### src/include/commit_defines.svh
// widths, port count and unit/op encodings shared by the commit stage and its testbench
`ifndef COMMIT_DEFINES_SVH
`define COMMIT_DEFINES_SVH

// ----------------------------------------
// sizes
// ----------------------------------------
// number of commit ports, the second port has its own rules
`define NR_COMMIT_PORTS 2
// integer data width
`define XLEN 32
// virtual pc width
`define VLEN 32
// scoreboard transaction id width
`define TRANS_ID_BITS 3
// register index, unit code, op code and cause widths
`define REG_ADDR_BITS 5
`define FU_BITS 4
`define FU_OP_BITS 8
`define CAUSE_BITS 5

// ----------------------------------------
// function-unit codes
// ----------------------------------------
`define FU_NONE      4'd0
`define FU_LOAD      4'd1
`define FU_STORE     4'd2
`define FU_ALU       4'd3
`define FU_CTRL_FLOW 4'd4
`define FU_MULT      4'd5
`define FU_CSR       4'd6
`define FU_FPU       4'd7
`define FU_FPU_VEC   4'd8

// ----------------------------------------
// operation codes
// ----------------------------------------
// add doubles as the csr no-op
`define OP_ADD     8'h00
`define OP_FENCE   8'h01
`define OP_FENCE_I 8'h02
// upper nibble of ops in the amo group
`define OP_AMO_GROUP 4'h3
// upper nibble of ops that write the fp register file
`define OP_FPR_GROUP 4'h5

`endif
### src/verilog/commit_pkg.sv
// typedefs for the commit stage, imported by its modules and the testbench
`include "commit_defines.svh"

package commit_pkg;

  // one data word
  typedef logic [`XLEN-1:0] xlen_t;

  // program counter
  typedef logic [`VLEN-1:0] pc_t;

  // architectural register index, gpr or fpr
  typedef logic [`REG_ADDR_BITS-1:0] reg_addr_t;

  // function unit that executed the entry
  typedef logic [`FU_BITS-1:0] fu_t;

  // operation code, upper nibble selects the op group
  typedef logic [`FU_OP_BITS-1:0] fu_op_t;

  // scoreboard slot id
  typedef logic [`TRANS_ID_BITS-1:0] trans_id_t;

  // exception cause
  // fpu entries reuse the same bits for their fflags
  typedef logic [`CAUSE_BITS-1:0] cause_t;

  // one bit per commit port
  typedef logic [`NR_COMMIT_PORTS-1:0] port_vec_t;

endpackage

### src/verilog/commit_stage.sv
// two-port commit stage top: slot evaluators, retire controller and exception selector
`timescale 1ns/1ps
`include "commit_defines.svh"

module commit_stage (
  // core control
  input  logic                                       halt_i,
  input  logic                                       single_step_i,
  // scoreboard entries, one per port
  input  commit_pkg::port_vec_t                      commit_valid_i,
  input  commit_pkg::fu_t       [`NR_COMMIT_PORTS-1:0] commit_fu_i,
  input  commit_pkg::fu_op_t    [`NR_COMMIT_PORTS-1:0] commit_op_i,
  input  commit_pkg::reg_addr_t [`NR_COMMIT_PORTS-1:0] commit_rd_i,
  input  commit_pkg::xlen_t     [`NR_COMMIT_PORTS-1:0] commit_result_i,
  input  commit_pkg::port_vec_t                      commit_ex_valid_i,
  input  commit_pkg::cause_t    [`NR_COMMIT_PORTS-1:0] commit_ex_cause_i,
  input  commit_pkg::xlen_t     [`NR_COMMIT_PORTS-1:0] commit_ex_tval_i,
  input  commit_pkg::trans_id_t [`NR_COMMIT_PORTS-1:0] commit_trans_id_i,
  input  commit_pkg::pc_t       [`NR_COMMIT_PORTS-1:0] commit_pc_i,
  input  commit_pkg::port_vec_t                      commit_drop_i,
  // csr file
  input  commit_pkg::xlen_t                          csr_rdata_i,
  input  logic                                       csr_exception_valid_i,
  input  commit_pkg::cause_t                         csr_exception_cause_i,
  // load/store unit and cache
  input  logic                                       commit_lsu_ready_i,
  input  logic                                       no_st_pending_i,
  input  logic                                       amo_ack_i,
  input  commit_pkg::xlen_t                          amo_result_i,
  // issue stage and register files
  output commit_pkg::port_vec_t                      commit_ack_o,
  output commit_pkg::reg_addr_t [`NR_COMMIT_PORTS-1:0] waddr_o,
  output commit_pkg::xlen_t     [`NR_COMMIT_PORTS-1:0] wdata_o,
  output commit_pkg::port_vec_t                      we_gpr_o,
  output commit_pkg::port_vec_t                      we_fpr_o,
  output commit_pkg::pc_t                            pc_o,
  output commit_pkg::trans_id_t                      commit_tran_id_o,
  // csr file
  output commit_pkg::fu_op_t                         csr_op_o,
  output commit_pkg::xlen_t                          csr_wdata_o,
  output logic                                       csr_write_fflags_o,
  output logic                                       commit_csr_o,
  output logic                                       dirty_fp_state_o,
  // load/store unit and controller
  output logic                                       commit_lsu_o,
  output logic                                       amo_valid_commit_o,
  output logic                                       flush_commit_o,
  output logic                                       fence_o,
  output logic                                       fence_i_o,
  // trap request
  output logic                                       exception_valid_o,
  output commit_pkg::cause_t                         exception_cause_o,
  output commit_pkg::xlen_t                          exception_tval_o
);

  import commit_pkg::*;

  port_vec_t                       slot_ready;
  port_vec_t                       slot_fpr_dest;
  port_vec_t                       slot_fpu;
  port_vec_t                       slot_dual_ok;
  cause_t [`NR_COMMIT_PORTS-1:0]   slot_flags;

  // write address follows rd whether or not the port writes
  assign waddr_o          = commit_rd_i;
  // pc and id of the oldest entry
  assign pc_o             = commit_pc_i[0];
  assign commit_tran_id_o = commit_trans_id_i[0];

  // ----------------------------------------
  // per-port evaluation
  // ----------------------------------------
  for (genvar g = 0; g < `NR_COMMIT_PORTS; g++) begin : gen_slot
    commit_slot i_commit_slot (
      .valid_i    (commit_valid_i[g]),
      .fu_i       (commit_fu_i[g]),
      .op_i       (commit_op_i[g]),
      .ex_valid_i (commit_ex_valid_i[g]),
      .ex_cause_i (commit_ex_cause_i[g]),
      .drop_i     (commit_drop_i[g]),
      .ready_o    (slot_ready[g]),
      .fpr_dest_o (slot_fpr_dest[g]),
      .fpu_o      (slot_fpu[g]),
      .dual_ok_o  (slot_dual_ok[g]),
      .flags_o    (slot_flags[g])
    );
  end

  // ----------------------------------------
  // retire control
  // ----------------------------------------
  commit_ctrl i_commit_ctrl (
    .slot_ready_i          (slot_ready),
    .slot_fpr_dest_i       (slot_fpr_dest),
    .slot_fpu_i            (slot_fpu),
    .slot_dual_ok_i        (slot_dual_ok),
    .slot_flags_i          (slot_flags),
    .halt_i                (halt_i),
    .single_step_i         (single_step_i),
    .commit_drop_i         (commit_drop_i),
    .commit_fu_i           (commit_fu_i),
    .commit_op_i           (commit_op_i),
    .commit_result_i       (commit_result_i),
    .csr_rdata_i           (csr_rdata_i),
    .csr_exception_valid_i (csr_exception_valid_i),
    .commit_lsu_ready_i    (commit_lsu_ready_i),
    .no_st_pending_i       (no_st_pending_i),
    .amo_ack_i             (amo_ack_i),
    .amo_result_i          (amo_result_i),
    .exception_valid_i     (exception_valid_o),
    .commit_ack_o          (commit_ack_o),
    .we_gpr_o              (we_gpr_o),
    .we_fpr_o              (we_fpr_o),
    .wdata_o               (wdata_o),
    .csr_op_o              (csr_op_o),
    .csr_wdata_o           (csr_wdata_o),
    .csr_write_fflags_o    (csr_write_fflags_o),
    .commit_csr_o          (commit_csr_o),
    .commit_lsu_o          (commit_lsu_o),
    .amo_valid_commit_o    (amo_valid_commit_o),
    .flush_commit_o        (flush_commit_o),
    .fence_o               (fence_o),
    .fence_i_o             (fence_i_o),
    .dirty_fp_state_o      (dirty_fp_state_o)
  );

  // ----------------------------------------
  // exception at port 0
  // ----------------------------------------
  commit_exception i_commit_exception (
    .valid_i               (commit_valid_i[0]),
    .drop_i                (commit_drop_i[0]),
    .ex_valid_i            (commit_ex_valid_i[0]),
    .ex_cause_i            (commit_ex_cause_i[0]),
    .ex_tval_i             (commit_ex_tval_i[0]),
    .csr_exception_valid_i (csr_exception_valid_i),
    .csr_exception_cause_i (csr_exception_cause_i),
    .halt_i                (halt_i),
    .exception_valid_o     (exception_valid_o),
    .exception_cause_o     (exception_cause_o),
    .exception_tval_o      (exception_tval_o)
  );

endmodule

### src/verilog/commit_ctrl.sv
// retire decisions for both commit ports: acks, register writes, csr, store, fence and amo
`timescale 1ns/1ps
`include "commit_defines.svh"

module commit_ctrl (
  // per-port results from the slot evaluators
  input  commit_pkg::port_vec_t                      slot_ready_i,
  input  commit_pkg::port_vec_t                      slot_fpr_dest_i,
  input  commit_pkg::port_vec_t                      slot_fpu_i,
  input  commit_pkg::port_vec_t                      slot_dual_ok_i,
  input  commit_pkg::cause_t [`NR_COMMIT_PORTS-1:0]  slot_flags_i,
  // core control
  input  logic                                       halt_i,
  input  logic                                       single_step_i,
  input  commit_pkg::port_vec_t                      commit_drop_i,
  // scoreboard fields
  input  commit_pkg::fu_t    [`NR_COMMIT_PORTS-1:0]  commit_fu_i,
  input  commit_pkg::fu_op_t [`NR_COMMIT_PORTS-1:0]  commit_op_i,
  input  commit_pkg::xlen_t  [`NR_COMMIT_PORTS-1:0]  commit_result_i,
  // csr file
  input  commit_pkg::xlen_t                          csr_rdata_i,
  input  logic                                       csr_exception_valid_i,
  // load/store unit and cache
  input  logic                                       commit_lsu_ready_i,
  input  logic                                       no_st_pending_i,
  input  logic                                       amo_ack_i,
  input  commit_pkg::xlen_t                          amo_result_i,
  // trap taken at port 0
  input  logic                                       exception_valid_i,
  // issue stage and register files
  output commit_pkg::port_vec_t                      commit_ack_o,
  output commit_pkg::port_vec_t                      we_gpr_o,
  output commit_pkg::port_vec_t                      we_fpr_o,
  output commit_pkg::xlen_t  [`NR_COMMIT_PORTS-1:0]  wdata_o,
  // csr file
  output commit_pkg::fu_op_t                         csr_op_o,
  output commit_pkg::xlen_t                          csr_wdata_o,
  output logic                                       csr_write_fflags_o,
  output logic                                       commit_csr_o,
  // load/store unit and controller
  output logic                                       commit_lsu_o,
  output logic                                       amo_valid_commit_o,
  output logic                                       flush_commit_o,
  output logic                                       fence_o,
  output logic                                       fence_i_o,
  output logic                                       dirty_fp_state_o
);

  import commit_pkg::*;

  logic is_amo0;
  logic is_csr0;
  logic is_store0;
  logic port1_ok;

  // amos arrive through the store unit but retire on the cache ack
  assign is_amo0   = (commit_op_i[0][`FU_OP_BITS-1:`FU_OP_BITS-4] == `OP_AMO_GROUP);
  assign is_csr0   = (commit_fu_i[0] == `FU_CSR);
  assign is_store0 = (commit_fu_i[0] == `FU_STORE) && !is_amo0;

  // ----------------------------------------
  // port 0
  // ----------------------------------------
  always_comb begin : retire
    commit_ack_o       = '0;
    we_gpr_o           = '0;
    we_fpr_o           = '0;
    // amo result bypasses the alu result once the cache answers
    wdata_o[0]         = (is_amo0 && amo_ack_i) ? amo_result_i : commit_result_i[0];
    wdata_o[1]         = commit_result_i[1];
    csr_op_o           = `OP_ADD;
    csr_wdata_o        = '0;
    csr_write_fflags_o = 1'b0;
    commit_csr_o       = 1'b0;
    commit_lsu_o       = 1'b0;
    amo_valid_commit_o = 1'b0;
    flush_commit_o     = 1'b0;
    fence_o            = 1'b0;
    fence_i_o          = 1'b0;

    // halt holds everything in the scoreboard
    if (slot_ready_i[0] && !halt_i) begin
      commit_ack_o[0] = 1'b1;
      if (!commit_drop_i[0]) begin
        we_fpr_o[0] = slot_fpr_dest_i[0];
        we_gpr_o[0] = !slot_fpr_dest_i[0];
      end

      // store buffer full so hold the entry
      if (is_store0) begin
        commit_lsu_o    = commit_lsu_ready_i;
        commit_ack_o[0] = commit_lsu_ready_i;
      end

      // fflags from a retiring fpu op that is not dropped
      if (slot_fpu_i[0] && !commit_drop_i[0]) begin
        csr_wdata_o        = xlen_t'(slot_flags_i[0]);
        csr_write_fflags_o = 1'b1;
      end

      // csr op goes out even for a dropped entry but the commit does not
      if (is_csr0) begin
        csr_op_o    = commit_op_i[0];
        csr_wdata_o = commit_result_i[0];
        if (!commit_drop_i[0]) begin
          if (!csr_exception_valid_i) begin
            commit_csr_o = 1'b1;
            wdata_o[0]   = csr_rdata_i;
          end else begin
            commit_ack_o[0] = 1'b0;
            we_gpr_o[0]     = 1'b0;
          end
        end
      end

      // fences wait for the store buffer to drain
      if (commit_op_i[0] == `OP_FENCE_I && !commit_drop_i[0]) begin
        commit_ack_o[0] = no_st_pending_i;
        fence_i_o       = no_st_pending_i;
      end
      if (commit_op_i[0] == `OP_FENCE && !commit_drop_i[0]) begin
        commit_ack_o[0] = no_st_pending_i;
        fence_o         = no_st_pending_i;
      end

      // amo retires and flushes on the cache ack
      if (is_amo0) begin
        amo_valid_commit_o = 1'b1;
        commit_ack_o[0]    = amo_ack_i;
        flush_commit_o     = amo_ack_i;
        we_gpr_o[0]        = amo_ack_i;
      end
    end

    // port 1 only behind an acked port 0 that leaves the pipeline undisturbed
    port1_ok = commit_ack_o[0] && slot_ready_i[1] && slot_dual_ok_i[1]
               && !halt_i && !is_csr0 && !is_amo0
               && !single_step_i && !exception_valid_i;

    commit_ack_o[1] = port1_ok;
    we_gpr_o[1]     = port1_ok && !commit_drop_i[1] && !slot_fpr_dest_i[1];
    we_fpr_o[1]     = port1_ok && !commit_drop_i[1] && slot_fpr_dest_i[1];

    // fflags merge
    // port 0 flags are zero unless it is a live fpu op so OR covers both cases
    if (port1_ok && slot_fpu_i[1] && !commit_drop_i[1]) begin
      csr_wdata_o        = xlen_t'(slot_flags_i[0] | slot_flags_i[1]);
      csr_write_fflags_o = 1'b1;
    end
  end

  // ----------------------------------------
  // fp dirty
  // ----------------------------------------
  always_comb begin : dirty_fp
    dirty_fp_state_o = 1'b0;
    for (int i = 0; i < `NR_COMMIT_PORTS; i++) begin
      dirty_fp_state_o |= commit_ack_o[i] && (slot_fpu_i[i] || slot_fpr_dest_i[i]);
    end
  end

endmodule

### src/verilog/commit_exception.sv
// picks the exception taken at commit port 0, or none
`timescale 1ns/1ps
`include "commit_defines.svh"

module commit_exception (
  // port 0 entry
  input  logic                valid_i,
  input  logic                drop_i,
  input  logic                ex_valid_i,
  input  commit_pkg::cause_t  ex_cause_i,
  input  commit_pkg::xlen_t   ex_tval_i,
  // fault raised by the csr file for this entry
  input  logic                csr_exception_valid_i,
  input  commit_pkg::cause_t  csr_exception_cause_i,
  input  logic                halt_i,
  // trap request to the csr file
  output logic                exception_valid_o,
  output commit_pkg::cause_t  exception_cause_o,
  output commit_pkg::xlen_t   exception_tval_o
);

  always_comb begin : select_exception
    exception_valid_o = 1'b0;
    exception_cause_o = '0;
    exception_tval_o  = '0;

    // a dropped entry never traps
    if (valid_i && !drop_i) begin
      // csr fault keeps the tval the entry brought from decode
      if (csr_exception_valid_i) begin
        exception_valid_o = 1'b1;
        exception_cause_o = csr_exception_cause_i;
        exception_tval_o  = ex_tval_i;
      end
      // an earlier fault, e.g. a fetch page fault, has priority
      if (ex_valid_i) begin
        exception_valid_o = 1'b1;
        exception_cause_o = ex_cause_i;
        exception_tval_o  = ex_tval_i;
      end
    end

    // no trap while halted
    if (halt_i) begin
      exception_valid_o = 1'b0;
    end
  end

endmodule

### src/verilog/commit_slot.sv
// classifies one scoreboard entry for the commit controller, one instance per commit port
`timescale 1ns/1ps
`include "commit_defines.svh"

module commit_slot (
  // entry present at this port
  input  logic                valid_i,
  // unit and op of the entry
  input  commit_pkg::fu_t     fu_i,
  input  commit_pkg::fu_op_t  op_i,
  // exception carried by the entry
  input  logic                ex_valid_i,
  input  commit_pkg::cause_t  ex_cause_i,
  // entry is cancelled by the issue stage
  input  logic                drop_i,
  // entry can leave the scoreboard
  output logic                ready_o,
  // destination is the fp register file
  output logic                fpr_dest_o,
  // entry came from an fpu unit
  output logic                fpu_o,
  // unit allowed on the second port
  output logic                dual_ok_o,
  // fflags this entry contributes
  output commit_pkg::cause_t  flags_o
);

  // ----------------------------------------
  // retire check
  // ----------------------------------------
  // a faulting entry only leaves when it is dropped
  // the exception then never reaches the trap logic
  assign ready_o = valid_i && (!ex_valid_i || drop_i);

  // ----------------------------------------
  // classification
  // ----------------------------------------
  // op group in the upper nibble selects the fpr
  assign fpr_dest_o = (op_i[`FU_OP_BITS-1:`FU_OP_BITS-4] == `OP_FPR_GROUP);

  // scalar and vector fpu share the flag path
  assign fpu_o = (fu_i == `FU_FPU) || (fu_i == `FU_FPU_VEC);

  // single-cycle style units that can retire beside port 0
  // stores, csr and anything unknown stay on port 0
  assign dual_ok_o = fu_i inside {`FU_ALU, `FU_LOAD, `FU_CTRL_FLOW,
                                  `FU_MULT, `FU_FPU, `FU_FPU_VEC};

  // ----------------------------------------
  // fflags
  // ----------------------------------------
  // fpu results report their flags in the cause field
  // a dropped entry must not touch fflags
  assign flags_o = (fpu_o && !drop_i) ? ex_cause_i : '0;

endmodule

### config.mk
export PLATFORM = sky130hd
export DESIGN_NAME = commit_stage
export DESIGN_NICKNAME = d
export VERILOG_FILES = /design/src/verilog/commit_pkg.sv /design/src/verilog/commit_stage.sv /design/src/verilog/commit_ctrl.sv /design/src/verilog/commit_exception.sv /design/src/verilog/commit_slot.sv
export VERILOG_INCLUDE_DIRS = /design/src /design/src/include
export SDC_FILE = /design/constraint.sdc
export NUM_CORES = 1
export LEC_CHECK = 0
export BUFFER_PORTS_ARGS = -buffer_cell sky130_fd_sc_hd__clkbuf_2
export CAP_MARGIN = 25
export CORE_AREA = 4 4 202 204
export DETAILED_ROUTE_END_ITERATION = 10
export DIE_AREA = 0 0 206 208
export PLACE_DENSITY = 0.37
export SYNTH_ARGS = -nofsm -noshare
export SYNTH_HDL_FRONTEND = slang
export SYNTH_SLANG_ARGS = --single-unit
### constraint.sdc
create_clock -name vclk -period 3.7
set_input_delay 0.74 -clock vclk [all_inputs]
set_output_delay 0.74 -clock vclk [all_outputs]
set_load 0.02 [all_outputs]
==> impl_metrics.csv, run 1 <==
group,metric,value,unit
floorplan,initial_core_util,5.96,%
floorplan,die_h,208,µm
sta,drv_slew,0,
detailed_routing,vias,3223,
sta,rsz0062_at_grt,"no",
worst_hold_path,min_path_type,"in2out",
detailed_routing,drt-pass1-iter-count,4,
finish,seq_cell_count,0,
synthesis,syn_avg_cell_area,6.48,µm²
clock_tree,post_cts_resized,0,
worst_hold_path,min_to,"pc_o[0]",
sta,tns,0,ps
pwr,power.density,79.1,nW/µm²
synthesis,syn_nets,684,
placement,dp_hpwl,12500,µm
global_routing,grtUsageMet2,10.8,%
finish,diodes,0,
job,drv_cap,0,
sta,max_freq,0.284,GHz
sta,tightest_slew,510,ps
synthesis,synth-compound-area-share,13.4,%
sta,finalCritPeriodShare,95.3,%
pwr,vdd_ir_drop_max,0.0222,mV
synthesis,synth_top_family_by_area,"simple AND/OR/NAND/NOR gates",
floorplan,core_region_area,39300,µm²
global_routing,use_met1,7.51,%
sta,hold_viol_final,0,
pwr,p_leak,0.00234,µW
global_routing,grt_antenna_before_repair,2,
finish,clockBufferCount,0,
finish,multi_input_area,1610,µm²
critical_path,end_kind,"output pin",
global_routing,grt_pass1_vias,3255,
synthesis,yosys.area_share.adder,0,%
placement,gp_congestion,0.689,
placement,dp.cells,1097,
synthesis,yosysSeqAreaShare,0,%
global_routing,grt_pass1_wl,19900,µm
finish,nNetsFinal,897,
synthesis,synth_cells,361,
sta,report.final.setup_viol,0,
synthesis,syn_area,2340,µm²
sta,min_period,3530,ps
global_routing,grt_start_max_net_pins,66,
status,status,"finished clean",
floorplan,pin_count,524,
global_routing,use_met3,1.08,%
global_routing,grt_util_all_layers,6.02,%
worst_hold_path,holdCritStartpoint,"commit_pc_i[0]",
finish,drive_gt1_share,56.3,%
synthesis,yosysUniqueCellTypes,40,
critical_path,worstPathMaxFanout,6,
finish,final_common_cell,"clkbuf_2",
detailed_routing,wl_per_cell,13.2,µm
detailed_routing,ant_nets,0,
finish,mostFrequentLayoutCells,"299 x clkbuf_2, 42 x nor2_1, 38 x and3_1, 34 x and2_1, 32 x mux2i_1",
global_routing,top_usage_layer,"met2",
clock_tree,cts_setup_buffers,0,
synthesis,synthMuxAreaShare,13.7,%
critical_path,required,2960,ps
detailed_routing,drt-total-wl,14500,µm
worst_hold_path,hold_path_depth,0,
floorplan,die-width,206,µm
synthesis,yosys.area_share.simple,39.9,%
floorplan,fp.dieArea,42800,µm²
finish,area_delta_synth_final,68.3,%
synthesis,ys_warn_count,0,
synthesis,synthXorXnorAreaFrac,0.374,%
critical_path,arrival,2790,ps
detailed_routing,routed_via_density,2.94,
critical_path,crit_type,"in2out",
detailed_routing,drt-initial-drc-count,110,
finish,n_fill_cell,4661,
critical_path,start_kind,"input pin",
finish,seq_area,0,µm²
floorplan,core.rowCount,73,
clock_tree,cts_hold_buf,0,
sta,maxSlewHeadroom,65.5,%
global_routing,grt_overflow,0,
finish,layoutNonFillerInstCount,1097,
detailed_routing,drc_errors,0,
placement,numPortBuffers,299,
Yosys cell counts (all sizes together) (2+ instances only):
master / n / area share, %
or4bb: 2 / 0.96
o211ai: 5 / 1.6
buf: 86 / 29
inv: 9 / 1.4
clkbuf: 16 / 2.6
nor2: 43 / 7.0
or3: 2 / 0.75
nand2b: 6 / 1.9
a21oi: 32 / 7.0
a22oi: 5 / 1.6
nor3: 5 / 1.1
and2: 34 / 9.1
and3: 38 / 10
nor4bb: 3 / 1.3
mux2i: 32 / 14
nor4: 2 / 0.53
nor4b: 3 / 1.1
a31oi: 4 / 1.1
nand2: 14 / 2.2
nand3: 2 / 0.43
nor3b: 3 / 0.96
nor2b: 3 / 0.80
per-layer routing:
layer  vias to the layer above  wire length, µm
li1                       1585                -
met1                      1439             5980
met2                       178             6980
met3                        21             1210
met4                         0              299
met5                         -                0
logic make-up (layout without fill, tap and decap cells):
group           count (synthesis)  after routing
xor+xnor                        1              1
compound gates                 53             53
buf+inv                       111            322
mux                            32             32
simple gates                  164            164
metrics by stage:
stage	util (%)	total power (µW)	worst slack, ps	cell area, µm²	hold slack, ps
after detailed placement	10.0	314	81.3	3940	1480
after floorplan	-	253	466	2340	1560
final	10.0	311	173	3940	1480
after global routing	10.0	339	10.2	3940	1480
after global placement	10.0	313	122	3940	1480
after CTS	10.0	316	80.1	3940	1480
worst max-delay path, stage by stage:
cell and delay, ps:
clkbuf_2 130, nor4bb_1 420, buf_4 210, nor3_1 50, o31ai_1 300, buf_4 180
nand4bb_1 110, buf_4 200, o211ai_1 200, clkbuf_2 240
power by group:
part / internal (µW) / total, µW / switching (µW)
clock: 0 / 0 / 0
sequential: 0 / 0 / 0
combinational: 139 / 311 / 172
total: 139 / 311 / 172
worst max-delay path by stage:
stage / from / end / depth (start not counted)
finish: commit_op_i[6] / csr_wdata_o[4] / 10
global route: commit_op_i[4] / csr_wdata_o[4] / 10
CTS: commit_op_i[6] / csr_wdata_o[4] / 10
detailed placement: commit_op_i[6] / csr_wdata_o[4] / 10
global placement: commit_op_i[6] / csr_wdata_o[3] / 10
floorplan: commit_ex_valid_i[0] / we_fpr_o[1] / 5
layout make-up:
type / count / area share, %
timing repair buffer: 313 / 41.6
multi-input combinational: 250 / 40.8
tap: 525 / 16.7
inverter: 9 / 0.858
No activity file was read; power rests on OpenSTA's default activity.
==> run 2: changes to the inputs <==
==> constraint.sdc (replaced) <==
create_clock -name vclk -period 4.6
set_input_delay 0.92 -clock vclk [all_inputs]
set_output_delay 0.92 -clock vclk [all_outputs]
set_load 0.02 [all_outputs]
==> run 2 against run 1 <==
Net effect:
- sequential share of layout area stayed put
- first-iteration DRC count shrank 3.6%
- cell count down 0.27%
- worst hold slack improved by 360 ps
- clock-buffer cell count unchanged
- critical path type unchanged
- core utilization is 0.15 points lower
- combinational power fell by 21%
- wire length shrank 1.2%
==> impl_metrics.csv, run 2 (synthesis gave the netlist of run 1 again) <==
group,metric,value,unit
critical_path,cp_common_cell,"clkbuf_2",
detailed_routing,drt-initial-drc-count,106,
detailed_routing,drc_errors,0,
sta,rsz0062_at_grt,"no",
global_routing,grt_overflow,0,
global_routing,grt_antenna_before_repair,1,
finish,seq_cell_count,0,
sta,max_freq,0.254,GHz
placement,numPortBuffers,299,
floorplan,core_region_area,39300,µm²
critical_path,required,3680,ps
pwr,power.density,63.1,nW/µm²
finish,clockBufferCount,0,
critical_path,crit_family,"simple AND/OR/NAND/NOR gates",
finish,nNetsFinal,894,
global_routing,grt_pass1_vias,3289,
placement,dp_hpwl,12300,µm
sta,tightest_slew,735,ps
floorplan,die-width,206,µm
placement,dp.cells,1094,
critical_path,slowest_delay,530,ps
detailed_routing,wl_per_cell,13.1,µm
finish,seq_area,0,µm²
critical_path,path_cells,"clkbuf_2 > nor4bb_1 > buf_4 > nor3_1 > o31ai_1 > nand2b_1 > nor4_1 > clkbuf_2",
finish,diodes,0,
critical_path,start_kind,"input pin",
critical_path,arrival,3010,ps
floorplan,initial_core_util,5.96,%
detailed_routing,ant_nets,0,
sta,finalCritPeriodShare,85.5,%
critical_path,startpoint,"commit_op_i[6]",
status,status,"finished clean",
finish,layoutNonFillerInstCount,1094,
worst_hold_path,holdCritStartpoint,"commit_pc_i[0]",
global_routing,grt_pass1_wl,19800,µm
finish,mostFrequentLayoutCells,"299 x clkbuf_2, 42 x nor2_1, 38 x and3_1, 34 x and2_1, 32 x mux2i_1",
floorplan,core.rowCount,73,
detailed_routing,drt-pass1-iter-count,4,
finish,final_common_cell,"clkbuf_2",
sta,report.final.setup_viol,0,
clock_tree,cts_hold_buf,0,
worst_hold_path,min_path_type,"in2out",
detailed_routing,drt-total-wl,14300,µm
global_routing,grt_start_max_net_pins,66,
sta,tns,0,ps
finish,drive_gt1_share,56.1,%
detailed_routing,vias,3225,
critical_path,end_kind,"output pin",
floorplan,pin_count,524,
critical_path,crit_type,"in2out",
sta,maxSlewHeadroom,51.0,%
global_routing,grt_util_all_layers,5.90,%
floorplan,die_h,208,µm
critical_path,path_buf_inv,3,
critical_path,worstPathMaxFanout,7,
critical_path,critPathSlowestCell,"o31ai_1",
pwr,p_leak,0.00231,µW
sta,drv_slew,0,
clock_tree,cts_setup_buffers,0,
sta,min_period,3930,ps
placement,gp_congestion,0.694,
finish,fin_util,9.87,%
floorplan,fp.dieArea,42800,µm²
pwr,vdd_ir_drop_max,0.0246,mV
finish,area_delta_synth_final,65.7,%
sta,hold_viol_final,0,
detailed_routing,routed_via_density,2.95,
job,drv_cap,0,
clock_tree,post_cts_resized,0,
[run 2: cell count changes in the layout (fill, tap and decap cells not counted), sizes merged]
cell  previous run  this run
buf             14        11
[run 2: layer usage]
layer / up-vias / global-route usage, % / share of wire (%)
li1: 1577 / - / -
met1: 1466 / 6.97 / 41
met2: 162 / 11.0 / 49
met3: 18 / 1.40 / 8.5
met4: 2 / 0.757 / 1.3
met5: - / 0 / 0.091
[run 2: final timing paths]
| kind | cells after the start | to |
|---|---|---|
| max | 8 | we_gpr_o[1] |
| min | 0 | pc_o[0] |
[run 2: where the power goes]
group | internal, µW | total, µW | switching (µW)
combinational | 109 | 245 | 136
sequential | 0 | 0 | 0
clock | 0 | 0 | 0
total | 109 | 245 | 136
[run 2: cell type report]
class	count	area, µm²
Multi-Input combinational cell	250	1610
Fill cell	4676	35400
Inverter	9	33.8
Timing Repair Buffer	310	1580
Tap cell	525	657
[run 2: stage by stage]
stage	setup slack [ps]	area (µm²)	power [µW]	hold WS [ps]
after floorplan	1010	2340	203	1920
after global placement	668	3880	248	1840
after detailed placement	675	3880	247	1840
after CTS	668	3880	248	1840
after global routing	553	3880	268	1840
final	666	3880	245	1840
==> run 3: changes to the inputs <==
--- a/config.mk
+++ b/config.mk
@@ -12,6 +12,7 @@
 export DETAILED_ROUTE_END_ITERATION = 10
 export DIE_AREA = 0 0 206 208
 export PLACE_DENSITY = 0.37
+export REMOVE_ABC_BUFFERS = 1
 export SYNTH_ARGS = -nofsm -noshare
 export SYNTH_HDL_FRONTEND = slang
 export SYNTH_SLANG_ARGS = --single-unit
==> run 3 against run 2 <==
Net effect:
- sequential share of layout area did not move
- largest power group unchanged
- fmax fell by 2.3%
- via count rose by 4.6%
- critical endpoint is now csr_wdata_o[0]
==> impl_metrics.csv, run 3 (synthesis gave the netlist of run 1 again) <==
group,metric,value,unit
status,status,"finished clean",
finish,final_common_cell,"clkbuf_2",
floorplan,initial_core_util,5.96,%
worst_hold_path,holdCritStartpoint,"commit_trans_id_i[0]",
finish,area_delta_synth_final,65.0,%
job,drv_cap,0,
critical_path,crit_type,"in2out",
placement,placed_area,3860,µm²
placement,numPortBuffers,299,
critical_path,critPathSlowestCell,"nand4bb_1",
detailed_routing,wl_per_cell,25.3,µm
placement,dp.cells,1090,
floorplan,core.rowCount,73,
critical_path,path_cells,"clkbuf_2 > or3b_1 > a21o_1 > a211o_1 > nand4bb_1 > o211ai_1 > clkbuf_2",
critical_path,start_kind,"input pin",
sta,hold_viol_final,0,
clock_tree,cts_hold_buf,0,
floorplan,die-width,206,µm
pwr,p_leak,0.00230,µW
finish,nNetsFinal,890,
finish,layoutNonFillerInstCount,1090,
pwr,p_total,250,µW
finish,diodes,0,
detailed_routing,routed_via_density,3.09,
global_routing,grt_util_all_layers,11.7,%
finish,seq_cell_count,0,
global_routing,grt_start_max_net_pins,66,
floorplan,core_region_area,39300,µm²
sta,tightest_slew,680,ps
sta,rsz0062_at_grt,"no",
sta,max_freq,0.248,GHz
finish,mostFrequentLayoutCells,"299 x clkbuf_2, 42 x nor2_1, 38 x and3_1, 34 x and2_1, 32 x mux2i_1",
clock_tree,post_cts_resized,0,
critical_path,end_kind,"output pin",
sta,hold_ws,1840,ps
critical_path,worstPathMaxFanout,6,
floorplan,pin_count,524,
detailed_routing,drt-total-wl,27500,µm
pwr,power.density,64.9,nW/µm²
placement,gp_congestion,0.743,
sta,report.final.setup_viol,0,
floorplan,die_h,208,µm
critical_path,arrival,3100,ps
finish,clockBufferCount,0,
detailed_routing,drt-initial-drc-count,121,
placement,dp_hpwl,25600,µm
pwr,vdd_ir_drop_max,0.0240,mV
sta,finalCritPeriodShare,87.5,%
critical_path,slowest_delay,540,ps
global_routing,grt_pass1_vias,3403,
detailed_routing,drc_errors,0,
finish,drive_gt1_share,55.8,%
critical_path,startpoint,"commit_fu_i[6]",
finish,final_cell_area,3860,µm²
critical_path,path_buf_inv,2,
detailed_routing,vias,3373,
detailed_routing,ant_nets,0,
worst_hold_path,min_path_type,"in2out",
global_routing,grt_pass1_wl,33500,µm
sta,maxSlewHeadroom,54.6,%
finish,multi_input_area,1610,µm²
critical_path,required,3680,ps
clock_tree,cts_setup_buffers,0,
finish,n_fill_cell,4684,
finish,seq_area,0,µm²
sta,min_period,4020,ps
global_routing,grt_overflow,0,
critical_path,crit_family,"compound AO/OA/AOI/OAI gates",
finish,fin_util,9.83,%
detailed_routing,drt-pass1-iter-count,4,
critical_path,cp_common_cell,"clkbuf_2",
floorplan,fp.dieArea,42800,µm²
sta,drv_slew,0,
global_routing,grt_antenna_before_repair,2,
run 3: worst paths after layout:
check	cells past startpoint	slack, ps	end
worst max-delay path	7	580	csr_wdata_o[0]
worst min-delay path	0	1840	commit_tran_id_o[0]
run 3: layer usage:
metal	vias up	wire [µm]	global-route usage (%)
met1	1406	6950	8.55
met4	6	42	0.115
met3	8	8420	16.2
met5	-	253	4.26
met2	387	11900	18.9
li1	1566	-	-
run 3: cell type report:
| class | instances | share of cell area (%) |
|---|---|---|
| repair buffers | 306 | 40.5 |
| multi-input cells | 250 | 41.7 |
| well taps | 525 | 17.0 |
| inverters | 9 | 0.875 |
run 3: through the flow:
| step | TNS (ps) | setup slack, ps |
|---|---|---|
| 6_report | 0 | 575 |
| 5_1_grt | 0 | 322 |
| 4_1_cts | 0 | 456 |
| 3_5_place_dp | 0 | 446 |
| 3_3_place_gp | 0 | 470 |
| 2_1_floorplan | -1010 | -354 |
run 3: where the power goes:
| group | switching, µW | internal [µW] | leakage (µW) |
|---|---|---|---|
| Clock | 0 | 0 | 0 |
| Sequential | 0 | 0 | 0 |
| Combinational | 142 | 108 | 0.00230 |
| Total | 142 | 108 | 0.00230 |
